<file path="config.mk">
export PLATFORM = sky130hd
export DESIGN_NAME = bubbleDriveTop
export DESIGN_NICKNAME = d
export VERILOG_FILES = /design/src/logic/bubblePkg.sv /design/src/logic/bubbleDriveTop.sv /design/src/logic/bubbleInterface.sv /design/src/logic/ledDriver.sv /design/src/logic/spiLoader.sv /design/src/logic/timingGenerator.sv
export SDC_FILE = /design/constraint.sdc
export NUM_CORES = 1
export LEC_CHECK = 0
export BUFFER_PORTS_ARGS = -buffer_cell sky130_fd_sc_hd__buf_2
export CAP_MARGIN = 10
export CORE_ASPECT_RATIO = 1.4
export CORE_MARGIN = 2
export CORE_UTILIZATION = 45
export CTS_BUF_LIST = sky130_fd_sc_hd__clkbuf_8 sky130_fd_sc_hd__clkbuf_16
export DETAILED_ROUTE_END_ITERATION = 8
export PLACE_DENSITY = 0.69
export SLEW_MARGIN = 20
export SYNTH_ARGS = -nofsm -noshare
export SYNTH_HDL_FRONTEND = slang
export SYNTH_SLANG_ARGS = --single-unit
</file>
<file path="constraint.sdc">
create_clock -name MCLK -period 5.2 [get_ports MCLK]
set_clock_uncertainty 0.2 [all_clocks]
set_input_delay 0.52 -clock MCLK [delete_from_list [all_inputs] [get_ports MCLK]]
set_output_delay 0.52 -clock MCLK [all_outputs]
set_load 0.005 [all_outputs]
</file>
<file path="src/logic/bubblePkg.sv">
package bubblePkg;

    // host access decoded from the control pins
    typedef enum logic [1:0] {
        accIdle,
        accShift,
        accPageRead,
        accBootRead
    } accTypeT;

    // flash opcodes
    typedef enum logic [7:0] {
        cmdRead = 8'h03
    } flashCmdT;

    // widest page position the timing bus can carry
    localparam int POS_FIELD_W = 12;

    localparam int PAGE_BYTES = 8;
    localparam int PAGE_BITS  = PAGE_BYTES * 8;
    localparam int PAIRS      = 32;

    // clkOut ticks per page, load part then output part
    localparam int LOAD_TICKS = 20;
    localparam int OUT_TICKS  = 32;
    localparam int PAGE_TICKS = LOAD_TICKS + OUT_TICKS;

    // boot loop pages live here in the flash
    localparam logic [23:0] BOOT_BASE = 24'h000800;

    typedef struct packed {
        accTypeT                accType;
        logic [POS_FIELD_W-1:0] absPos;
        logic                   pageStart;
        logic                   outEn;
        logic [4:0]             outIdx;
        logic                   outStep;
    } pageTimingT;

    typedef struct packed {
        logic [5:0] addr;
        logic       data;
    } bufWriteT;

endpackage

</file>
<file path="src/logic/bubbleDriveTop.sv">
`timescale 1ns/1ps

module bubbleDriveTop #(
    parameter int CLK_DIV    = 12,
    parameter int PAGE_POS_W = 4
) (
    input  logic       MCLK,
    input  logic       rstN,
    input  logic       nBsEn,
    input  logic       nRepEn,
    input  logic       nBootEn,
    output logic       clkOut,
    output logic       dout0,
    output logic       dout1,
    output logic       nRomCs,
    output logic       romMosi,
    input  logic       romMiso,
    output logic       romClk,
    output logic       nWp,
    output logic       nHold,
    output logic       nAccLed,
    output logic       nWaitLed,
    output logic       nReadLed,
    output logic [7:0] nFnd,
    output logic [1:0] nAnode
);
    import bubblePkg::*;

    pageTimingT            timing;
    bufWriteT              bufWrite;
    logic                  bufValid;
    logic                  bufReady;
    logic [PAGE_POS_W-1:0] currPage;

    // flash is only ever read
    assign nWp   = 1'b1;
    assign nHold = 1'b1;

    timingGenerator #(
        .CLK_DIV    (CLK_DIV),
        .PAGE_POS_W (PAGE_POS_W)
    ) i_timing (
        .MCLK    (MCLK),
        .rstN    (rstN),
        .nBsEn   (nBsEn),
        .nRepEn  (nRepEn),
        .nBootEn (nBootEn),
        .clkOut  (clkOut),
        .timing  (timing)
    );

    spiLoader #(
        .PAGE_POS_W (PAGE_POS_W)
    ) i_loader (
        .MCLK     (MCLK),
        .rstN     (rstN),
        .timing   (timing),
        .bufWrite (bufWrite),
        .bufValid (bufValid),
        .bufReady (bufReady),
        .currPage (currPage),
        .nRomCs   (nRomCs),
        .romMosi  (romMosi),
        .romMiso  (romMiso),
        .romClk   (romClk)
    );

    bubbleInterface i_iface (
        .MCLK     (MCLK),
        .rstN     (rstN),
        .timing   (timing),
        .bufWrite (bufWrite),
        .bufValid (bufValid),
        .bufReady (bufReady),
        .dout0    (dout0),
        .dout1    (dout1)
    );

    ledDriver #(
        .PAGE_POS_W (PAGE_POS_W)
    ) i_leds (
        .MCLK     (MCLK),
        .rstN     (rstN),
        .nBootEn  (nBootEn),
        .timing   (timing),
        .currPage (currPage),
        .nAccLed  (nAccLed),
        .nWaitLed (nWaitLed),
        .nReadLed (nReadLed),
        .nFnd     (nFnd),
        .nAnode   (nAnode)
    );

endmodule

</file>
<file path="src/logic/bubbleInterface.sv">
`timescale 1ns/1ps

module bubbleInterface (
    input  logic                  MCLK,
    input  logic                  rstN,
    input  bubblePkg::pageTimingT timing,
    input  bubblePkg::bufWriteT   bufWrite,
    input  logic                  bufValid,
    output logic                  bufReady,
    output logic                  dout0,
    output logic                  dout1
);
    import bubblePkg::*;

    logic [PAGE_BITS-1:0] pageBuf;
    logic                 readType;
    logic [5:0]           evenIdx;
    logic [5:0]           oddIdx;

    // no loading while the page is being shifted out
    assign bufReady = !timing.outEn;

    always_ff @(posedge MCLK) begin
        if (bufValid && bufReady) begin
            pageBuf[bufWrite.addr] <= bufWrite.data;
        end
    end

    assign readType = timing.accType inside {accPageRead, accBootRead};
    assign evenIdx  = {timing.outIdx, 1'b0};
    assign oddIdx   = {timing.outIdx, 1'b1};

    // pair i is bits 2i and 2i+1
    always_ff @(posedge MCLK or negedge rstN) begin
        if (!rstN) begin
            dout0 <= 1'b0;
            dout1 <= 1'b0;
        end else if (timing.outStep && readType) begin
            dout0 <= pageBuf[evenIdx];
            dout1 <= pageBuf[oddIdx];
        end else if (!timing.outEn || !readType) begin
            dout0 <= 1'b0;
            dout1 <= 1'b0;
        end
    end

    // loader must finish inside the load window
    assert property (@(posedge MCLK) disable iff (!rstN)
        timing.outEn |-> !bufValid);

endmodule

</file>
<file path="src/logic/ledDriver.sv">
`timescale 1ns/1ps

module ledDriver #(
    parameter int PAGE_POS_W = 4
) (
    input  logic                  MCLK,
    input  logic                  rstN,
    input  logic                  nBootEn,
    input  bubblePkg::pageTimingT timing,
    input  logic [PAGE_POS_W-1:0] currPage,
    output logic                  nAccLed,
    output logic                  nWaitLed,
    output logic                  nReadLed,
    output logic [7:0]            nFnd,
    output logic [1:0]            nAnode
);
    import bubblePkg::*;

    logic [9:0] scanCnt;
    logic [7:0] pageWide;
    logic [3:0] digit;

    // segments a..g, active high, a in the top bit
    function automatic logic [6:0] hexSeg(input logic [3:0] val);
        logic [6:0] seg;
        case (val)
            4'h0:    seg = 7'h7E;
            4'h1:    seg = 7'h30;
            4'h2:    seg = 7'h6D;
            4'h3:    seg = 7'h79;
            4'h4:    seg = 7'h33;
            4'h5:    seg = 7'h5B;
            4'h6:    seg = 7'h5F;
            4'h7:    seg = 7'h70;
            4'h8:    seg = 7'h7F;
            4'h9:    seg = 7'h7B;
            4'hA:    seg = 7'h77;
            4'hB:    seg = 7'h1F;
            4'hC:    seg = 7'h4E;
            4'hD:    seg = 7'h3D;
            4'hE:    seg = 7'h4F;
            default: seg = 7'h47;
        endcase
        return seg;
    endfunction

    always_ff @(posedge MCLK or negedge rstN) begin
        if (!rstN) begin
            nAccLed  <= 1'b1;
            nWaitLed <= 1'b1;
            nReadLed <= 1'b1;
            scanCnt  <= '0;
            nAnode   <= 2'b11;
        end else begin
            nWaitLed <= nBootEn;
            nReadLed <= !(timing.accType inside {accPageRead, accBootRead});
            // access LED only changes on page boundaries
            if (timing.pageStart) begin
                nAccLed <= (timing.accType == accIdle);
            end
            scanCnt <= scanCnt + 1'b1;
            if (&scanCnt) begin
                nAnode <= (nAnode == 2'b10) ? 2'b01 : 2'b10;
            end
        end
    end

    assign pageWide = 8'(currPage);
    assign digit    = nAnode[0] ? pageWide[7:4] : pageWide[3:0];
    // dp stays dark
    assign nFnd     = {~hexSeg(digit), 1'b1};

endmodule

</file>
<file path="src/logic/spiLoader.sv">
`timescale 1ns/1ps

module spiLoader #(
    parameter int PAGE_POS_W = 4
) (
    input  logic                  MCLK,
    input  logic                  rstN,
    input  bubblePkg::pageTimingT timing,
    output bubblePkg::bufWriteT   bufWrite,
    output logic                  bufValid,
    input  logic                  bufReady,
    output logic [PAGE_POS_W-1:0] currPage,
    output logic                  nRomCs,
    output logic                  romMosi,
    input  logic                  romMiso,
    output logic                  romClk
);
    import bubblePkg::*;

    typedef enum logic [2:0] {ldIdle, ldCmd, ldAddr, ldData, ldDone} ldStateT;

    ldStateT               state;
    logic [5:0]            bitCnt;
    logic [31:0]           txShift;
    logic [PAGE_POS_W-1:0] pagePos;
    logic [PAGE_POS_W-1:0] fetchPos;
    logic [23:0]           pageAddr;
    logic                  startFetch;
    logic                  busy;
    logic                  stall;
    logic                  sclkRise;
    logic                  sclkFall;
    logic                  lastBit;

    assign pagePos  = timing.absPos[PAGE_POS_W-1:0];
    assign pageAddr = 24'(pagePos * PAGE_BYTES) +
                      ((timing.accType == accBootRead) ? BOOT_BASE : 24'h000000);

    assign startFetch = (state == ldIdle) && timing.pageStart &&
                        (timing.accType inside {accPageRead, accBootRead});
    assign busy = state inside {ldCmd, ldAddr, ldData};

    // buffer back-pressure freezes the SPI clock high
    assign stall    = bufValid && !bufReady;
    assign sclkRise = busy && !romClk;
    assign sclkFall = busy && romClk && !stall;
    assign romMosi  = txShift[31];

    always_comb begin
        case (state)
            ldCmd:   lastBit = (bitCnt == 6'd7);
            ldAddr:  lastBit = (bitCnt == 6'd23);
            default: lastBit = (bitCnt == 6'(PAGE_BITS - 1));
        endcase
    end

    always_ff @(posedge MCLK or negedge rstN) begin
        if (!rstN) begin
            state    <= ldIdle;
            bitCnt   <= '0;
            txShift  <= '0;
            fetchPos <= '0;
            currPage <= '0;
            nRomCs   <= 1'b1;
            romClk   <= 1'b0;
            bufValid <= 1'b0;
        end else begin
            if (bufValid && bufReady) begin
                bufValid <= 1'b0;
            end
            // mode 0, sample MISO as the clock goes high
            if (sclkRise) begin
                romClk <= 1'b1;
                if (state == ldData) begin
                    bufValid <= 1'b1;
                end
            end
            if (sclkFall) begin
                romClk  <= 1'b0;
                txShift <= {txShift[30:0], 1'b0};
                bitCnt  <= lastBit ? '0 : bitCnt + 1'b1;
            end
            case (state)
                ldIdle: begin
                    if (startFetch) begin
                        state    <= ldCmd;
                        nRomCs   <= 1'b0;
                        txShift  <= {cmdRead, pageAddr};
                        fetchPos <= pagePos;
                        bitCnt   <= '0;
                    end
                end
                ldCmd: begin
                    if (sclkFall && lastBit) begin
                        state <= ldAddr;
                    end
                end
                ldAddr: begin
                    if (sclkFall && lastBit) begin
                        state <= ldData;
                    end
                end
                ldData: begin
                    if (sclkFall && lastBit) begin
                        state <= ldDone;
                    end
                end
                default: begin
                    nRomCs   <= 1'b1;
                    currPage <= fetchPos;
                    state    <= ldIdle;
                end
            endcase
        end
    end

    // one buffer write per received bit, index follows stream order
    always_ff @(posedge MCLK) begin
        if (sclkRise && (state == ldData)) begin
            bufWrite.addr <= bitCnt;
            bufWrite.data <= romMiso;
        end
    end

    // chip select held for the whole transfer
    assert property (@(posedge MCLK) disable iff (!rstN)
        $fell(nRomCs) |-> !nRomCs until_with (state == ldDone));

endmodule

</file>
<file path="src/logic/timingGenerator.sv">
`timescale 1ns/1ps

module timingGenerator #(
    parameter int CLK_DIV    = 12,
    parameter int PAGE_POS_W = 4
) (
    input  logic                  MCLK,
    input  logic                  rstN,
    input  logic                  nBsEn,
    input  logic                  nRepEn,
    input  logic                  nBootEn,
    output logic                  clkOut,
    output bubblePkg::pageTimingT timing
);
    import bubblePkg::*;

    localparam int DIV_W = $clog2(CLK_DIV);

    logic [DIV_W-1:0]      divCnt;
    logic                  riseStb;
    logic [5:0]            tickCnt;
    logic [PAGE_POS_W-1:0] absPos;
    accTypeT               accType;
    logic                  pageStart;
    logic                  outStep;
    logic                  outEn;

    // pin priority: enable, then boot, then replicate
    function automatic accTypeT decodeAcc(input logic bs, input logic rep, input logic boot);
        if (bs) begin
            return accIdle;
        end else if (!boot) begin
            return accBootRead;
        end else if (!rep) begin
            return accPageRead;
        end
        return accShift;
    endfunction

    // high the MCLK before clkOut rises
    assign riseStb = (divCnt == DIV_W'(CLK_DIV - 1));

    always_ff @(posedge MCLK or negedge rstN) begin
        if (!rstN) begin
            divCnt <= '0;
            clkOut <= 1'b0;
        end else if (riseStb) begin
            divCnt <= '0;
            clkOut <= 1'b1;
        end else begin
            divCnt <= divCnt + 1'b1;
            if (divCnt == DIV_W'(CLK_DIV / 2 - 1)) begin
                clkOut <= 1'b0;
            end
        end
    end

    // page ticks advance on clkOut rises
    always_ff @(posedge MCLK or negedge rstN) begin
        if (!rstN) begin
            tickCnt   <= '0;
            absPos    <= '0;
            accType   <= accIdle;
            pageStart <= 1'b0;
            outStep   <= 1'b0;
        end else begin
            pageStart <= 1'b0;
            outStep   <= 1'b0;
            if (riseStb) begin
                if (accType == accIdle) begin
                    // restart page 0, position kept
                    if (!nBsEn) begin
                        tickCnt   <= '0;
                        accType   <= decodeAcc(nBsEn, nRepEn, nBootEn);
                        pageStart <= 1'b1;
                    end
                end else if (tickCnt == 6'(PAGE_TICKS - 1)) begin
                    tickCnt   <= '0;
                    absPos    <= absPos + 1'b1;
                    accType   <= decodeAcc(nBsEn, nRepEn, nBootEn);
                    pageStart <= 1'b1;
                end else begin
                    tickCnt <= tickCnt + 1'b1;
                    outStep <= (tickCnt >= 6'(LOAD_TICKS - 1));
                end
            end
        end
    end

    assign outEn = (accType != accIdle) && (tickCnt >= 6'(LOAD_TICKS));

    always_comb begin
        timing.accType   = accType;
        timing.absPos    = POS_FIELD_W'(absPos);
        timing.pageStart = pageStart;
        timing.outEn     = outEn;
        timing.outIdx    = 5'(tickCnt - 6'(LOAD_TICKS));
        timing.outStep   = outStep;
    end

    // every output step falls inside the 32 pair window
    assert property (@(posedge MCLK) disable iff (!rstN)
        timing.outStep |-> timing.outEn && (int'(tickCnt) - LOAD_TICKS < PAIRS));

endmodule

</file>
Word-level counts from Yosys, hierarchy flattened. Memory sizes are Yosys's and may differ from the RTL's. Cells that the tools add are included.

Memories kept: 1. RAM bits: 0. Flip-flop bits (word level): 159. Bits of input ports: 6. Output and inout port bits: 21. Latch bits: 0. Bits in read-only memories: 112.

Memory list: (name not given) (depth 16, bits a word 7, rd ports 1, clocked after Yosys merged registers in 0, wr ports 0, line ledDriver.sv:26) `case (val)`.

Multipliers: 0. Div/mod/pow operators: 0. Bitwise gates (word level): 3. Reduce and logical (&&, ||, !) cells: 35. Shift-type cells: 0. $add $sub $neg: 7. Multiplexer cells: 63. Equal/unequal tests: 17. $lt $le $gt $ge: 6.

Operator list (count): $mux W32 (3); $bwmux W64 (1); $mux W6 (7); $mux W1 (30); $add A7 B24 Y24 (1); $lt A6 B7 Y1 const B (3); $mux W2 (9); $add A6 B1 Y6 const B (2); $eq A6 B6 Y1 const B (2); $ge A6 B5 Y1 const B (2); $logic_and A1 B1 Y1 (12); $mux W12 (1); $mux W3 (4); $pmux W3 S4 (1); $reduce_bool A2 Y1 (6); $add A10 B1 Y10 const B (1); $bmux W1 S5 (2); $reduce_and A10 Y1 (1); $add A4 B1 Y4 const B (2); $mux W4 (2); $ne A2 B2 Y1 const B (4); $not A7 Y7 (1); $demux W1 S6 (1); $eq A2 B2 Y1 const B (3); other kinds (21) (30).

Logic depth before layout (Yosys ltp). Gate-level depths: netlist (run 1).

Depth after elaboration: 9. Mapped depth: 11. Depth with buffers taken out: 8.

Cells and area by module. From an unflattened synthesis (run 1), not the netlist that was laid out.

Cell total of the unflattened synthesis: 672. Area, all modules: 7558.5 µm².

Modules (own cells, without submodules): bubbleInterface (cells an instance 229, times used 1, area an instance 3021.6 µm²); spiLoader (cells an instance 231, times used 1, area an instance 2431.1 µm²); timingGenerator (cells an instance 115, times used 1, area an instance 1143.6 µm²); ledDriver (cells an instance 94, times used 1, area an instance 943.4 µm²); bubbleDriveTop (cells an instance 3, times used 1, area an instance 18.8 µm²).

Worst setup path before layout (run 1). OpenSTA, ideal clock, no wires.

Path kind: register to register. Start: register i_timing.tickCnt[1]. End: register i_iface.pageBuf[29] (enable). Setup time: 0.302 ns. Path buffers: 2. Setup slack: 2.397 ns. Cell stages (with the launch flop): 10. Arrival time: 2.301 ns. Cell sequence: dfrtp_1 clkbuf_1 clkbuf_1 inv_1 ha_1 a21bo_2 a21oi_2 o21ba_2 nand4_1 nor2_1.

Word-level cells in the longest chain between the ends: 4.

Ends and longest elaborated chain: from (decl) (line timingGenerator.sv:21) `logic [5:0] tickCnt;`; from (signal assigned) (line timingGenerator.sv:83) `tickCnt <= tickCnt + 1'b1;`; $ge A6 B5 Y1 (line timingGenerator.sv:90) `assign outEn = (accType != accIdle) && (tickCnt >= 6'(LOAD_TICKS));`; $logic_and A1 B1 Y1 (line timingGenerator.sv:90); $logic_not A1 Y1 (line bubbleInterface.sv:21) `assign bufReady = !timing.outEn;`; $logic_and A1 B1 Y1 (line bubbleInterface.sv:24) `if (bufValid && bufReady) begin`; to (signal, indexed assignment) (line bubbleInterface.sv:25) `pageBuf[bufWrite.addr] <= bufWrite.data;`; to (decl) (line bubbleInterface.sv:15) `logic [PAGE_BITS-1:0] pageBuf;`.

Every way passes these cells. A chain may end at the register's enable or synchronous reset.

Worst setup path in the final report (run 1).
Start: register i_timing.tickCnt[1]. End: register i_iface.pageBuf[45] (enable).

Same word-level chain as after synthesis.

==> summary.txt, run 1 <==
STA
  • Final hold vios: 65
  • Final worst path period need: about 3300 ps
  • Slew @ Worst Pin: around 780 ps
  • Total negative slack: 0 ps
  • Crit share post-route: between 60% and 70%
  • Hold_ws: -50.7 ps
  • Slew Limit Fails: 0
  • RSZ-0062 raised after global routing: false
  • Final setup vio count: 0
  • Worst relative slew slack: between 40% and 50%
  • Maximum operating frequency: 301 MHz
  • Worst setup margin: between 1500 and 2000 ps

Critical path
  • Critical path's slowest cell: dfrtp_1
  • Req. time, crit path: ~5100 ps
  • CP peak stage delay: slightly above 800 ps
  • Critical path class: reg2reg
  • Cell Chain, Critical Path: inv_1 > ha_1 > a21bo_2 > a21oi_2 > o21ba_2 > nand4_1 > nor2_1
  • Crit path DAT: 3240 ps
  • CP endpoint kind: flop
  • CP startpoint kind: flop
  • Largest fanout on the critical path: 18

Global routing
  • GRT Residual Overflow: 0
  • Total Routing Usage GR: 17.3%
  • Largest net degree at the start of global routing: around 90
  • First-pass GRT wire length: approximately 24000 um
  • Vias in the first global route: between 4000 and 5000
  • Initial antenna violation count: 0

Yosys
  • Area share of the largest cell type after synthesis: about 30%
  • Most frequent cell after synthesis: nand2_1
  • Top_reg_cell synth: dfrtp_1
  • Commonest cells post-synth: nand2_1, nor2_1, dfrtp_1, edfxtp_1, a21oi_1
  • Number of enable flip-flop cells after synthesis: slightly above 70
  • Distinct cells, synth: 62
  • Post-synthesis cell area: about 7300 um2
  • Average size of a mapped cell: ~11 um2
  • Leading area contributor after synthesis: edfxtp_1
  • Yosys reg bits: around 160
  • Post-Syn Instances: 644
  • Top post-synthesis cells by area: edfxtp_1, dfrtp_1, nand2_1
  • Synth Warn #: 0
  • FFs w/ async S/R, synth: a little under three fifths
  • Register area share after synthesis: 59.9%

Placement
  • DP Worst Slack: between 1500 and 2000 ps
  • Area after detailed placement: around 7500 um2
  • RePlAce Congestion: 0.832
  • DP HPWL: ~9000 um
  • Placed insts: between 800 and 900
  • PortBufs: 23

Floorplan
  • Core area: about 16000 um2
  • Chip Width: 111 um
  • Num ports: 27
  • Initial core utilization: between 40% and 50%
  • Die H: between 150 and 200 um
  • Site Rows: 54
  • Die footprint: 17200 um2

Detailed routing
  • Vias per inst: ~5.5
  • Final wirelength: ~14000 um
  • DRT iter0 DRCs: 494
  • Routed vias: 4805
  • ANT nets after route: 0
  • Drc violations: 0
  • WL/cell: 16.1 um
  • DR pass1 iterations: 5

Pwr
  • Reported net switching power: about 0.57 mW
  • Clock share of power: between 40% and 50%
  • Comb pwr share: less than 1%
  • Sw frac: ~22%
  • Sequential power share: between 50 and 60%
  • Pwr dens: approximately 320 nW/um2
  • Total power draw: 2.57 mW
  • Peak supply drop: roughly 210 uV
  • Internal: ~2 mW
  • Pleak: about 3.1 nW

Clocking
  • CTS sink cnt: between 150 and 200
  • Htree depth: 4
  • CTS clk-pin slew, worst paths: 70 ps
  • Clock Latency Late Sink: 420 ps
  • TritonCTS Buffers: 17
  • Root Buffer: clkbuf_16
  • Postcts setup bufs: 0
  • Post-cts gate resize count: 0
  • CTS tree: done
  • Max Buffers Root-to-Sink: 2

Worst hold path
  • Hold Crit Class: in2async

Final layout
  • Final core utilization: between 50% and 60%
  • Final non-filler cell total: about 870
  • Share of cells above drive strength 1: 14.2%
  • Antenna diodes: 0
  • Area grow syn2layout: 11.9%
  • Fin nets: approximately 680
  • Design Area, Final: a little over 8000 um2
  • # fillers: ~1400

Job
  • Max-cap viol count: 0

Run status
  • Outcome: complete, but fails checks
  • Violated checks: negative hold slack
flip-flops by register name, summed over array words and instances, names as in the netlist, 2 cells and up:
signal and count:
i_timing.accType 2, i_iface.pageBuf 64, i_timing.divCnt 4, i_loader.bitCnt 6, i_leds.scanCnt 10, i_loader.txShift 32, i_timing.absPos 4, i_timing.tickCnt 6
i_loader.bufWrite 7, i_loader.state 3, i_loader.currPage 4, i_loader.fetchPos 4, i_leds.nAnode 2
area by class of cell:
class                      count  area (um2)  area share (%)
clock buffer                  17         425            5.24
clock inverter                15         168            2.07
inverter                      19        71.3           0.879
multi-input combinational    434        2710            33.4
sequential                   159        4340            53.5
tap                          196         245            3.02
timing repair buffer          27         154            1.90
worst paths after layout:
check | end | startpoint | depth (start not counted) | slack [ps]
max reg2reg | i_iface.pageBuf[45] | i_timing.tickCnt[1] | 7 | 1880
max | i_iface.pageBuf[45] | i_timing.tickCnt[1] | 7 | 1880
max in group asynchronous | i_iface.dout1 | rstN | 1 | 4310
min | i_leds.scanCnt[1] | rstN | 1 | -50
min reg2reg | i_leds.scanCnt[0] | i_leds.scanCnt[0] | 1 | 280
min in group MCLK | i_loader.bufWrite[0] | romMiso | 1 | 100
cells by family after synthesis:
group / Yosys count / synth area share (%)
AND/OR/NAND/NOR: 267 / 16.2
flip-flops: 159 / 59.9
AO/OA/AOI/OAI: 94 / 7.90
buffers and inverters: 53 / 3.09
multiplexers: 34 / 7.68
XOR/XNOR: 19 / 2.29
adder cells (fa/ha/maj): 17 / 2.93
other: 1 / 0.0517
critical path: cells and delay by family (launching register included):
family / cells / cell delay, ps
flops: 1 / 810
compound gates: 3 / 950
fa+ha+maj: 1 / 230
buf+inv: 1 / 180
simple gates: 2 / 640
power by group through the flow:
stage	Clock, mW	Combinational, mW	Sequential (mW)
after floorplan	0	0.00243	1.33
after global placement	0	0.0172	1.33
after detailed placement	0	0.0178	1.33
after CTS	1.27	0.0178	1.30
after global routing	1.33	0.0209	1.30
final	1.25	0.0175	1.30
metal layers:
metal / vias to the layer above / global-route usage, % / wire, um
met3: 28 / 4.00 / 416
li1: 2282 / - / -
met2: 110 / 30.2 / 7560
met5: - / 0 / 0
met1: 2385 / 20.5 / 5660
met4: 0 / 7.05 / 297
cells in the final DEF, fill, tap and decap left out, types with 4 or more instances in the layout:
cell,count
a211oi_1,6
a21oi_1,44
buf_2,22
clkbuf_16,17
dfrtp_1,82
dfstp_2,6
edfxtp_1,71
ha_1,17
inv_1,19
inv_6,5
inv_8,5
mux2_2,6
mux2i_1,11
mux4_2,14
nand2_1,101
nand3_1,15
nand3b_1,5
nand4_1,6
nor2_1,100
nor2b_1,5
nor3_1,7
o21ai_0,11
o21ai_1,5
o22ai_1,4
or3_1,6
or4_1,4
xnor2_1,15
xor2_1,4
timing repair:
action                     4_1_cts  5_1_grt
hold buffers                     0        1
hold endpoints to repair         0        1
setup endpoints to repair        0        0
Power figures use the tool's default switching activity.
==> inputs of run 2 (changes only) <==
ABC_AREA = 1   (was not set)
clock period = 3.41 ns   (was 5.2 ns; I/O delays follow)
==> run 2 against run 1 <==
The run now ends clean. Via count rose by 9.3%. Sequential power increased by 53%. Clock power up 45%. Register-to-register slack got worse by 1200 ps. Worst setup slack lost 1200 ps. Maximum frequency increased by 20%. Synthesized area shrank 0.10%. Routed wire length rose by 4.7%. Non-clock buffer count rose by 10. Clock-buffer cell count rose by 2. Final cell count up 19%. Sequential share of layout area down 0.43 points. Critical endpoint is now i_iface.pageBuf[8]. Largest cell class unchanged. Highest routed layer unchanged.
==> summary.txt, run 2 <==
Yosys
  • Top_reg_cell synth: dfrtp_1
  • Post-synthesis cell area: 7250 um2 (-0.10%)
  • Register area share after synthesis: 59.9% (+0.062 points)
  • Synth Warn #: 0 (unchanged)
  • Distinct cells, synth: 36 (-42%)
  • Yosys reg bits: 159 (unchanged)
  • Average size of a mapped cell: 9.20 um2 (-18%)
  • Leading area contributor after synthesis: edfxtp_1
  • Number of enable flip-flop cells after synthesis: 71 (unchanged)
  • Most frequent cell after synthesis: nand2_1
  • Post-Syn Instances: 788 (+22%)
  • Area share of the largest cell type after synthesis: 29.4% (+0.030 points)
  • FFs w/ async S/R, synth: 55.3% (unchanged)
  • Commonest cells post-synth: nand2_1, nor2_1, dfrtp_1, edfxtp_1
  • Top post-synthesis cells by area: edfxtp_1, dfrtp_1, nand2_1

Floorplan
  • Die H: 154 um (about the same)
  • Chip Width: 111 um (about the same)
  • Core area: 15700 um2 (unchanged)
  • Num ports: 27 (unchanged)
  • Die footprint: 17100 um2 (about the same)
  • Site Rows: 54 (unchanged)
  • Initial core utilization: 46.2% (-0.048 points)

Critical path
  • CP endpoint kind: flop
  • R2R setup slack: 660 ps (-1230 ps)
  • Crit path DAT: 2670 ps (-570 ps)
  • Req. time, crit path: 3330 ps (-1790 ps)
  • Reg-to-Reg End: i_iface.pageBuf[8]
  • Critical path class: reg2reg
  • Worst Reg-to-Reg Cells: 7 (unchanged)
  • Largest fanout on the critical path: 16 (-2)
  • CP startpoint kind: flop
  • RR Startpoint: i_timing.tickCnt[1]

STA
  • RSZ-0062 raised after global routing: false
  • Slew Limit Fails: 0 (unchanged)
  • Maximum operating frequency: 363 MHz (+20%)
  • Total negative slack: 0 ps (unchanged)
  • Slew @ Worst Pin: 819 ps (+36.6 ps)
  • Worst setup margin: 656 ps (-1230 ps)
  • Worst relative slew slack: 45.4% (-2.4 points)
  • Final setup vio count: 0 (unchanged)
  • Final worst path period need: 2750 ps (-564 ps)
  • Crit share post-route: 80.8% (+17 points)
  • Final hold vios: 0 (-100%)

Worst hold path
  • Hold Crit Class: in2reg
  • Hold Path Stages: 4
  • Endpoint, Worst Hold: i_timing.accType[1]
  • Critical hold path startpoint: nBsEn

Final layout
  • Largest regs: i_iface.pageBuf x64, i_loader.txShift x32, i_leds.scanCnt x10
  • Fin nets: 845 (+24%)
  • Biggest register: i_iface.pageBuf
  • Area grow syn2layout: 13.0%
  • Share of cells above drive strength 1: 9.34% (-4.8 points)
  • Design Area, Final: 8180 um2 (+0.82%)
  • Antenna diodes: 0 (unchanged)
  • Most frequent cells in the layout: nand2_1, nor2_1, dfrtp_1, edfxtp_1, inv_1
  • Most common cell after layout, fill and taps aside: nand2_1
  • Max FFs per register: 64 (unchanged)

Detailed routing
  • Drc violations: 0 (unchanged)
  • ANT nets after route: 0 (unchanged)
  • DR pass1 iterations: 4 (-1)
  • Routed vias: 5253 (+9.3%)
  • Vias per inst: 5.10 (-8.1%)
  • WL/cell: 14.2 um (-12%)
  • Final wirelength: 14600 um (+4.7%)
  • DRT iter0 DRCs: 231 (-53%)

Clocking
  • Max Buffers Root-to-Sink: 2 (unchanged)
  • CTS tree: done
  • Htree depth: 4 (unchanged)
  • TritonCTS Buffers: 17 (unchanged)
  • CTS sink cnt: 159 (unchanged)
  • CTS clk-pin slew, worst paths: 60 ps (about the same)
  • Post-cts gate resize count: 0 (unchanged)
  • Root Buffer: clkbuf_16
  • Clock Latency Late Sink: 420 ps (about the same)

Placement
  • DP Worst Slack: 648 ps (-941 ps)
  • DP HPWL: 9770 um (+6.4%)
  • PortBufs: 23 (unchanged)
  • Area after detailed placement: 7580 um2 (+1.1%)
  • RePlAce Congestion: 0.799 (-3.9%)

Global routing
  • Initial antenna violation count: 0 (unchanged)
  • GRT Residual Overflow: 0 (unchanged)
  • First-pass GRT wire length: 24600 um (+4.1%)
  • Largest net degree at the start of global routing: 67 (-25%)
  • Vias in the first global route: 5335 (+10%)
  • Total Routing Usage GR: 17.8% (+0.57 points)

Pwr
  • Total power draw: 3.83 mW (+49%)
  • Peak supply drop: 300 uV (+45%)
  • Pwr dens: 468 nW/um2 (+48%)
  • Pleak: 3.70 nW (+18%)

Job
  • Max-cap viol count: 0 (unchanged)

Run status
  • Outcome: completed
## run 2: cell count changes after synthesis, sizes merged, moves of 23 or more
cell,previous run,this run
nand2,101,181
nor2,100,150
nand3,15,62
o21ai,17,62
inv,19,63
a21oi,45,22
## run 2: worst max-delay path: stages (launching register included)
cell and delay, ps:
dfrtp_1 650, clkinv_1 190, ha_1 220, nand3_1 100, nand2_2 80, a21boi_2 360
nand4_1 410, nor2_1 240
## run 2: per-stage QoR
step / instances / util [%] / hold slack [ps]
after floorplan: 790 / - / -155
after global placement: 996 / 48.4 / 239
after detailed placement: 996 / 48.4 / 233
after CTS: 1031 / 52.2 / 36.0
after global routing: 1031 / 52.2 / 87.9
final: 1031 / 52.2 / 56.2
## run 2: final cells by class
type / instances / area, um2
tap: 196 / 245
timing repair buffer: 37 / 230
inverter: 64 / 240
fill: 1455 / 7490
clock buffer: 19 / 475
sequential: 159 / 4340
clock inverter: 13 / 96.3
multi-input combinational: 543 / 2550
## run 2: cells by family (layout without fill, tap and decap cells)
| group | Yosys count | count (layout) | synth area share, % |
|---|---|---|---|
| other | 1 | 3 | 0.0518 |
| AND/OR/NAND/NOR | 417 | 417 | 23.7 |
| XOR/XNOR | 13 | 13 | 1.57 |
| buffers and inverters | 88 | 133 | 4.92 |
| multiplexers | 1 | 1 | 0.155 |
| adder cells (fa/ha/maj) | 17 | 17 | 2.94 |
| flip-flops | 159 | 159 | 59.9 |
| AO/OA/AOI/OAI | 92 | 92 | 6.72 |
## run 2: how the worst max path moves through the flow
stage / from / end / cells after the start
finish: i_timing.tickCnt[1] / i_iface.pageBuf[8] / 7
global route: i_timing.tickCnt[1] / i_iface.pageBuf[49] / 7
CTS: i_timing.tickCnt[1] / i_iface.pageBuf[32] / 7
detailed placement: i_timing.tickCnt[1] / i_iface.pageBuf[32] / 7
global placement: i_timing.tickCnt[1] / i_iface.pageBuf[24] / 7
floorplan: i_timing.tickCnt[2] / i_iface.pageBuf[0] / 9
## run 2: power breakdown
group	leakage (nW)	internal, mW	switching (mW)
clock	0.298	1.08	0.735
sequential	1.79	1.99	0.000144
combinational	1.62	0.00702	0.0234
total	3.70	3.08	0.759
## run 2: what timing repair did
| action | CTS | global route |
|---|---|---|
| hold endpoints to repair | 61 | 0 |
| setup buffers | 0 | 0 |
| hold buffers | 3 | 0 |
## run 2: layer usage
metal	part of all wire [%]	track usage, %	up-vias
met1	41	20.3	2489
met2	53	32.7	93
met5	0	0	-
li1	-	-	2648
met3	3.5	3.59	23
met4	2.1	7.00	0
==> inputs of run 3 (changes only) <==
clock period = 2.6 ns   (was 3.41 ns; I/O delays follow)
==> run 3 against run 2 <==
Via count rose by 0.78%. Maximum frequency up 13%. Sequential power is 31% higher. Global-route usage down 0.26 points. Critical path type unchanged. Final cell count grew 1.5%. Power is 32% higher. Register-to-register slack got worse by 500 ps. Final area is 1.8% higher.
==> summary.txt, run 3 (synthesis results as in run 2) <==
Detailed routing
  • Drc violations: 0 (unchanged)
  • Final wirelength: 14500 um (-0.82%)
  • WL/cell: 13.8 um (-2.2%)
  • DRT iter0 DRCs: 237 (+2.6%)
  • Vias per inst: 5.06 (-0.66%)
  • Routed vias: 5294 (+0.78%)
  • DR pass1 iterations: 8 (+4)
  • ANT nets after route: 0 (unchanged)

Run status
  • Outcome: completed

Critical path
  • R2R setup slack: 160 ps (-500 ps)
  • Largest fanout on the critical path: 8 (-8)
  • Worst path top cell family by delay: simple AND/OR/NAND/NOR gates
  • Cell Chain, Critical Path: inv_1 > ha_1 > nor2_1 > nor2_1 > nand2_2 > a21boi_2 > nand4_1 > buf_4 > nor2_1
  • CP peak stage delay: 390 ps (-260 ps)
  • Req. time, crit path: 2520 ps (-810 ps)
  • CP endpoint kind: flop
  • CP Buf/Inv Count: 2 (+1)
  • Critical path's slowest cell: dfrtp_1
  • CP startpoint kind: flop
  • Critical path class: reg2reg
  • Crit path DAT: 2360 ps (-310 ps)
  • CP most frequent cell: nor2_1

STA
  • Worst relative slew slack: 61.8% (+16 points)
  • Total negative slack: 0 ps (unchanged)
  • Final hold vios: 0 (unchanged)
  • Maximum operating frequency: 410 MHz (+13%)
  • Crit share post-route: 93.8% (+13 points)
  • Slew @ Worst Pin: 570 ps (-249 ps)
  • RSZ-0062 raised after global routing: false
  • Slew Limit Fails: 0 (unchanged)
  • Final worst path period need: 2440 ps (-314 ps)
  • Final setup vio count: 0 (unchanged)

Global routing
  • Vias in the first global route: 5119 (-4.0%)
  • Largest net degree at the start of global routing: 65 (-3.0%)
  • First-pass GRT wire length: 24400 um (-1.2%)
  • Total Routing Usage GR: 17.6% (-0.26 points)
  • Initial antenna violation count: 0 (unchanged)
  • GRT Residual Overflow: 0 (unchanged)

Placement
  • RePlAce Congestion: 0.802 (+0.35%)
  • DP HPWL: 9780 um (+0.13%)
  • PortBufs: 23 (unchanged)

Pwr
  • Comb pwr share: 0.9% (about the same)
  • Pleak: 3.75 nW (+1.1%)
  • Sw frac: 20.1% (+0.28 points)
  • Clock share of power: 47.3% (about the same)
  • Peak supply drop: 377 uV (+26%)
  • Internal: 4.03 mW (+31%)
  • Total power draw: 5.04 mW (+32%)
  • Reported net switching power: 1.01 mW (+33%)
  • Pwr dens: 605 nW/um2 (+29%)
  • Sequential power share: 51.8% (about the same)

Clocking
  • TritonCTS Buffers: 17 (unchanged)
  • Htree depth: 4 (unchanged)
  • CTS tree: done
  • Max Buffers Root-to-Sink: 2 (unchanged)
  • Clock Latency Late Sink: 410 ps (about the same)
  • CTS sink cnt: 159 (unchanged)
  • CTS clk-pin slew, worst paths: 60 ps (about the same)
  • Root Buffer: clkbuf_16

Floorplan
  • Initial core utilization: 46.2% (unchanged)
  • Chip Width: 111 um (unchanged)
  • Die footprint: 17100 um2 (unchanged)
  • Num ports: 27 (unchanged)
  • Die H: 154 um (unchanged)
  • Core area: 15700 um2 (unchanged)
  • Site Rows: 54 (unchanged)

Final layout
  • Largest regs: i_iface.pageBuf x64, i_loader.txShift x32, i_leds.scanCnt x10
  • # fillers: 1460 (+0.34%)
  • Most common cell after layout, fill and taps aside: nand2_1
  • Share of cells above drive strength 1: 10.9% (+1.6 points)
  • Area grow syn2layout: 15.0%
  • Most frequent cells in the layout: nand2_1, nor2_1, dfrtp_1, edfxtp_1
  • Max FFs per register: 64 (unchanged)
  • Fin nets: 860 (+1.8%)
  • Register area: 4340 um2 (unchanged)
  • Multi-input logic area: 2560 um2 (+0.29%)
  • Antenna diodes: 0 (unchanged)
  • Biggest register: i_iface.pageBuf

Job
  • Max-cap viol count: 0 (unchanged)

Worst hold path
  • Hold Crit Class: in2async
run 3: changes by cell type in the layout (fill, tap and decap cells not counted), sizes merged:
cell         change
buf             +12
dlygate4sd3      +3
clkbuf           -2
clkinvlp         +2
inv              -2
bufinv           +1
clkinv           +1
run 3: layout make-up:
| cell class | instances | share of cell area [%] |
|---|---|---|
| Clock buffer | 17 | 5.10 |
| Clock inverter | 15 | 1.73 |
| Inverter | 64 | 2.88 |
| Multi-Input combinational cell | 543 | 30.7 |
| Sequential cell | 159 | 52.1 |
| Tap cell | 196 | 2.94 |
| Timing Repair Buffer | 52 | 4.50 |
run 3: power by group through the flow:
stage | Sequential [mW] | Clock [mW] | Combinational [mW]
5_1_grt | 2.61 | 2.53 | 0.0546
3_3_place_gp | 2.66 | 0 | 0.0408
3_5_place_dp | 2.66 | 0 | 0.0413
4_1_cts | 2.61 | 2.43 | 0.0483
6_report | 2.61 | 2.39 | 0.0457
2_1_floorplan | 2.66 | 0 | 0.00556
run 3: worst paths after layout:
check | from | endpoint | cells past startpoint
min | rstN | i_loader.txShift[29] | 2
max reg2reg | i_timing.tickCnt[3] | i_iface.pageBuf[4] | 9
max | i_timing.tickCnt[3] | i_iface.pageBuf[4] | 9
max in group asynchronous | rstN | i_leds.nAnode[1] | 3
min in group MCLK | i_leds.scanCnt[0] | i_leds.scanCnt[0] | 1
min reg2reg | i_leds.scanCnt[0] | i_leds.scanCnt[0] | 1
run 3: repair_timing:
action                                 4_1_cts  5_1_grt
buffers inserted                             0        8
setup endpoints to repair                    0       66
endpoints found under the hold margin       67        0
gates resized for setup                      0        3
hold buffers                                 6        0
run 3: per-layer routing:
| layer | GRT usage, % | vias to the layer above | wire [um] |
|---|---|---|---|
| met4 | 6.06 | 0 | 298 |
| met1 | 21.7 | 2539 | 6300 |
| met5 | 0 | - | 0 |
| li1 | - | 2673 | - |
| met3 | 3.78 | 18 | 367 |
| met2 | 30.6 | 64 | 7510 |
run 3: per-stage QoR:
step	cells	util (%)	hold WS (ps)	area (um2)	setup WS (ps)
finish	1046	53.2	137	8330	160
global route	1046	53.2	184	8330	50.5
global placement	1000	48.7	46.3	7640	151
floorplan	790	-	-236	7250	130
CTS	1038	52.7	141	8270	44.9
detailed placement	1000	48.7	50.3	7640	82.7
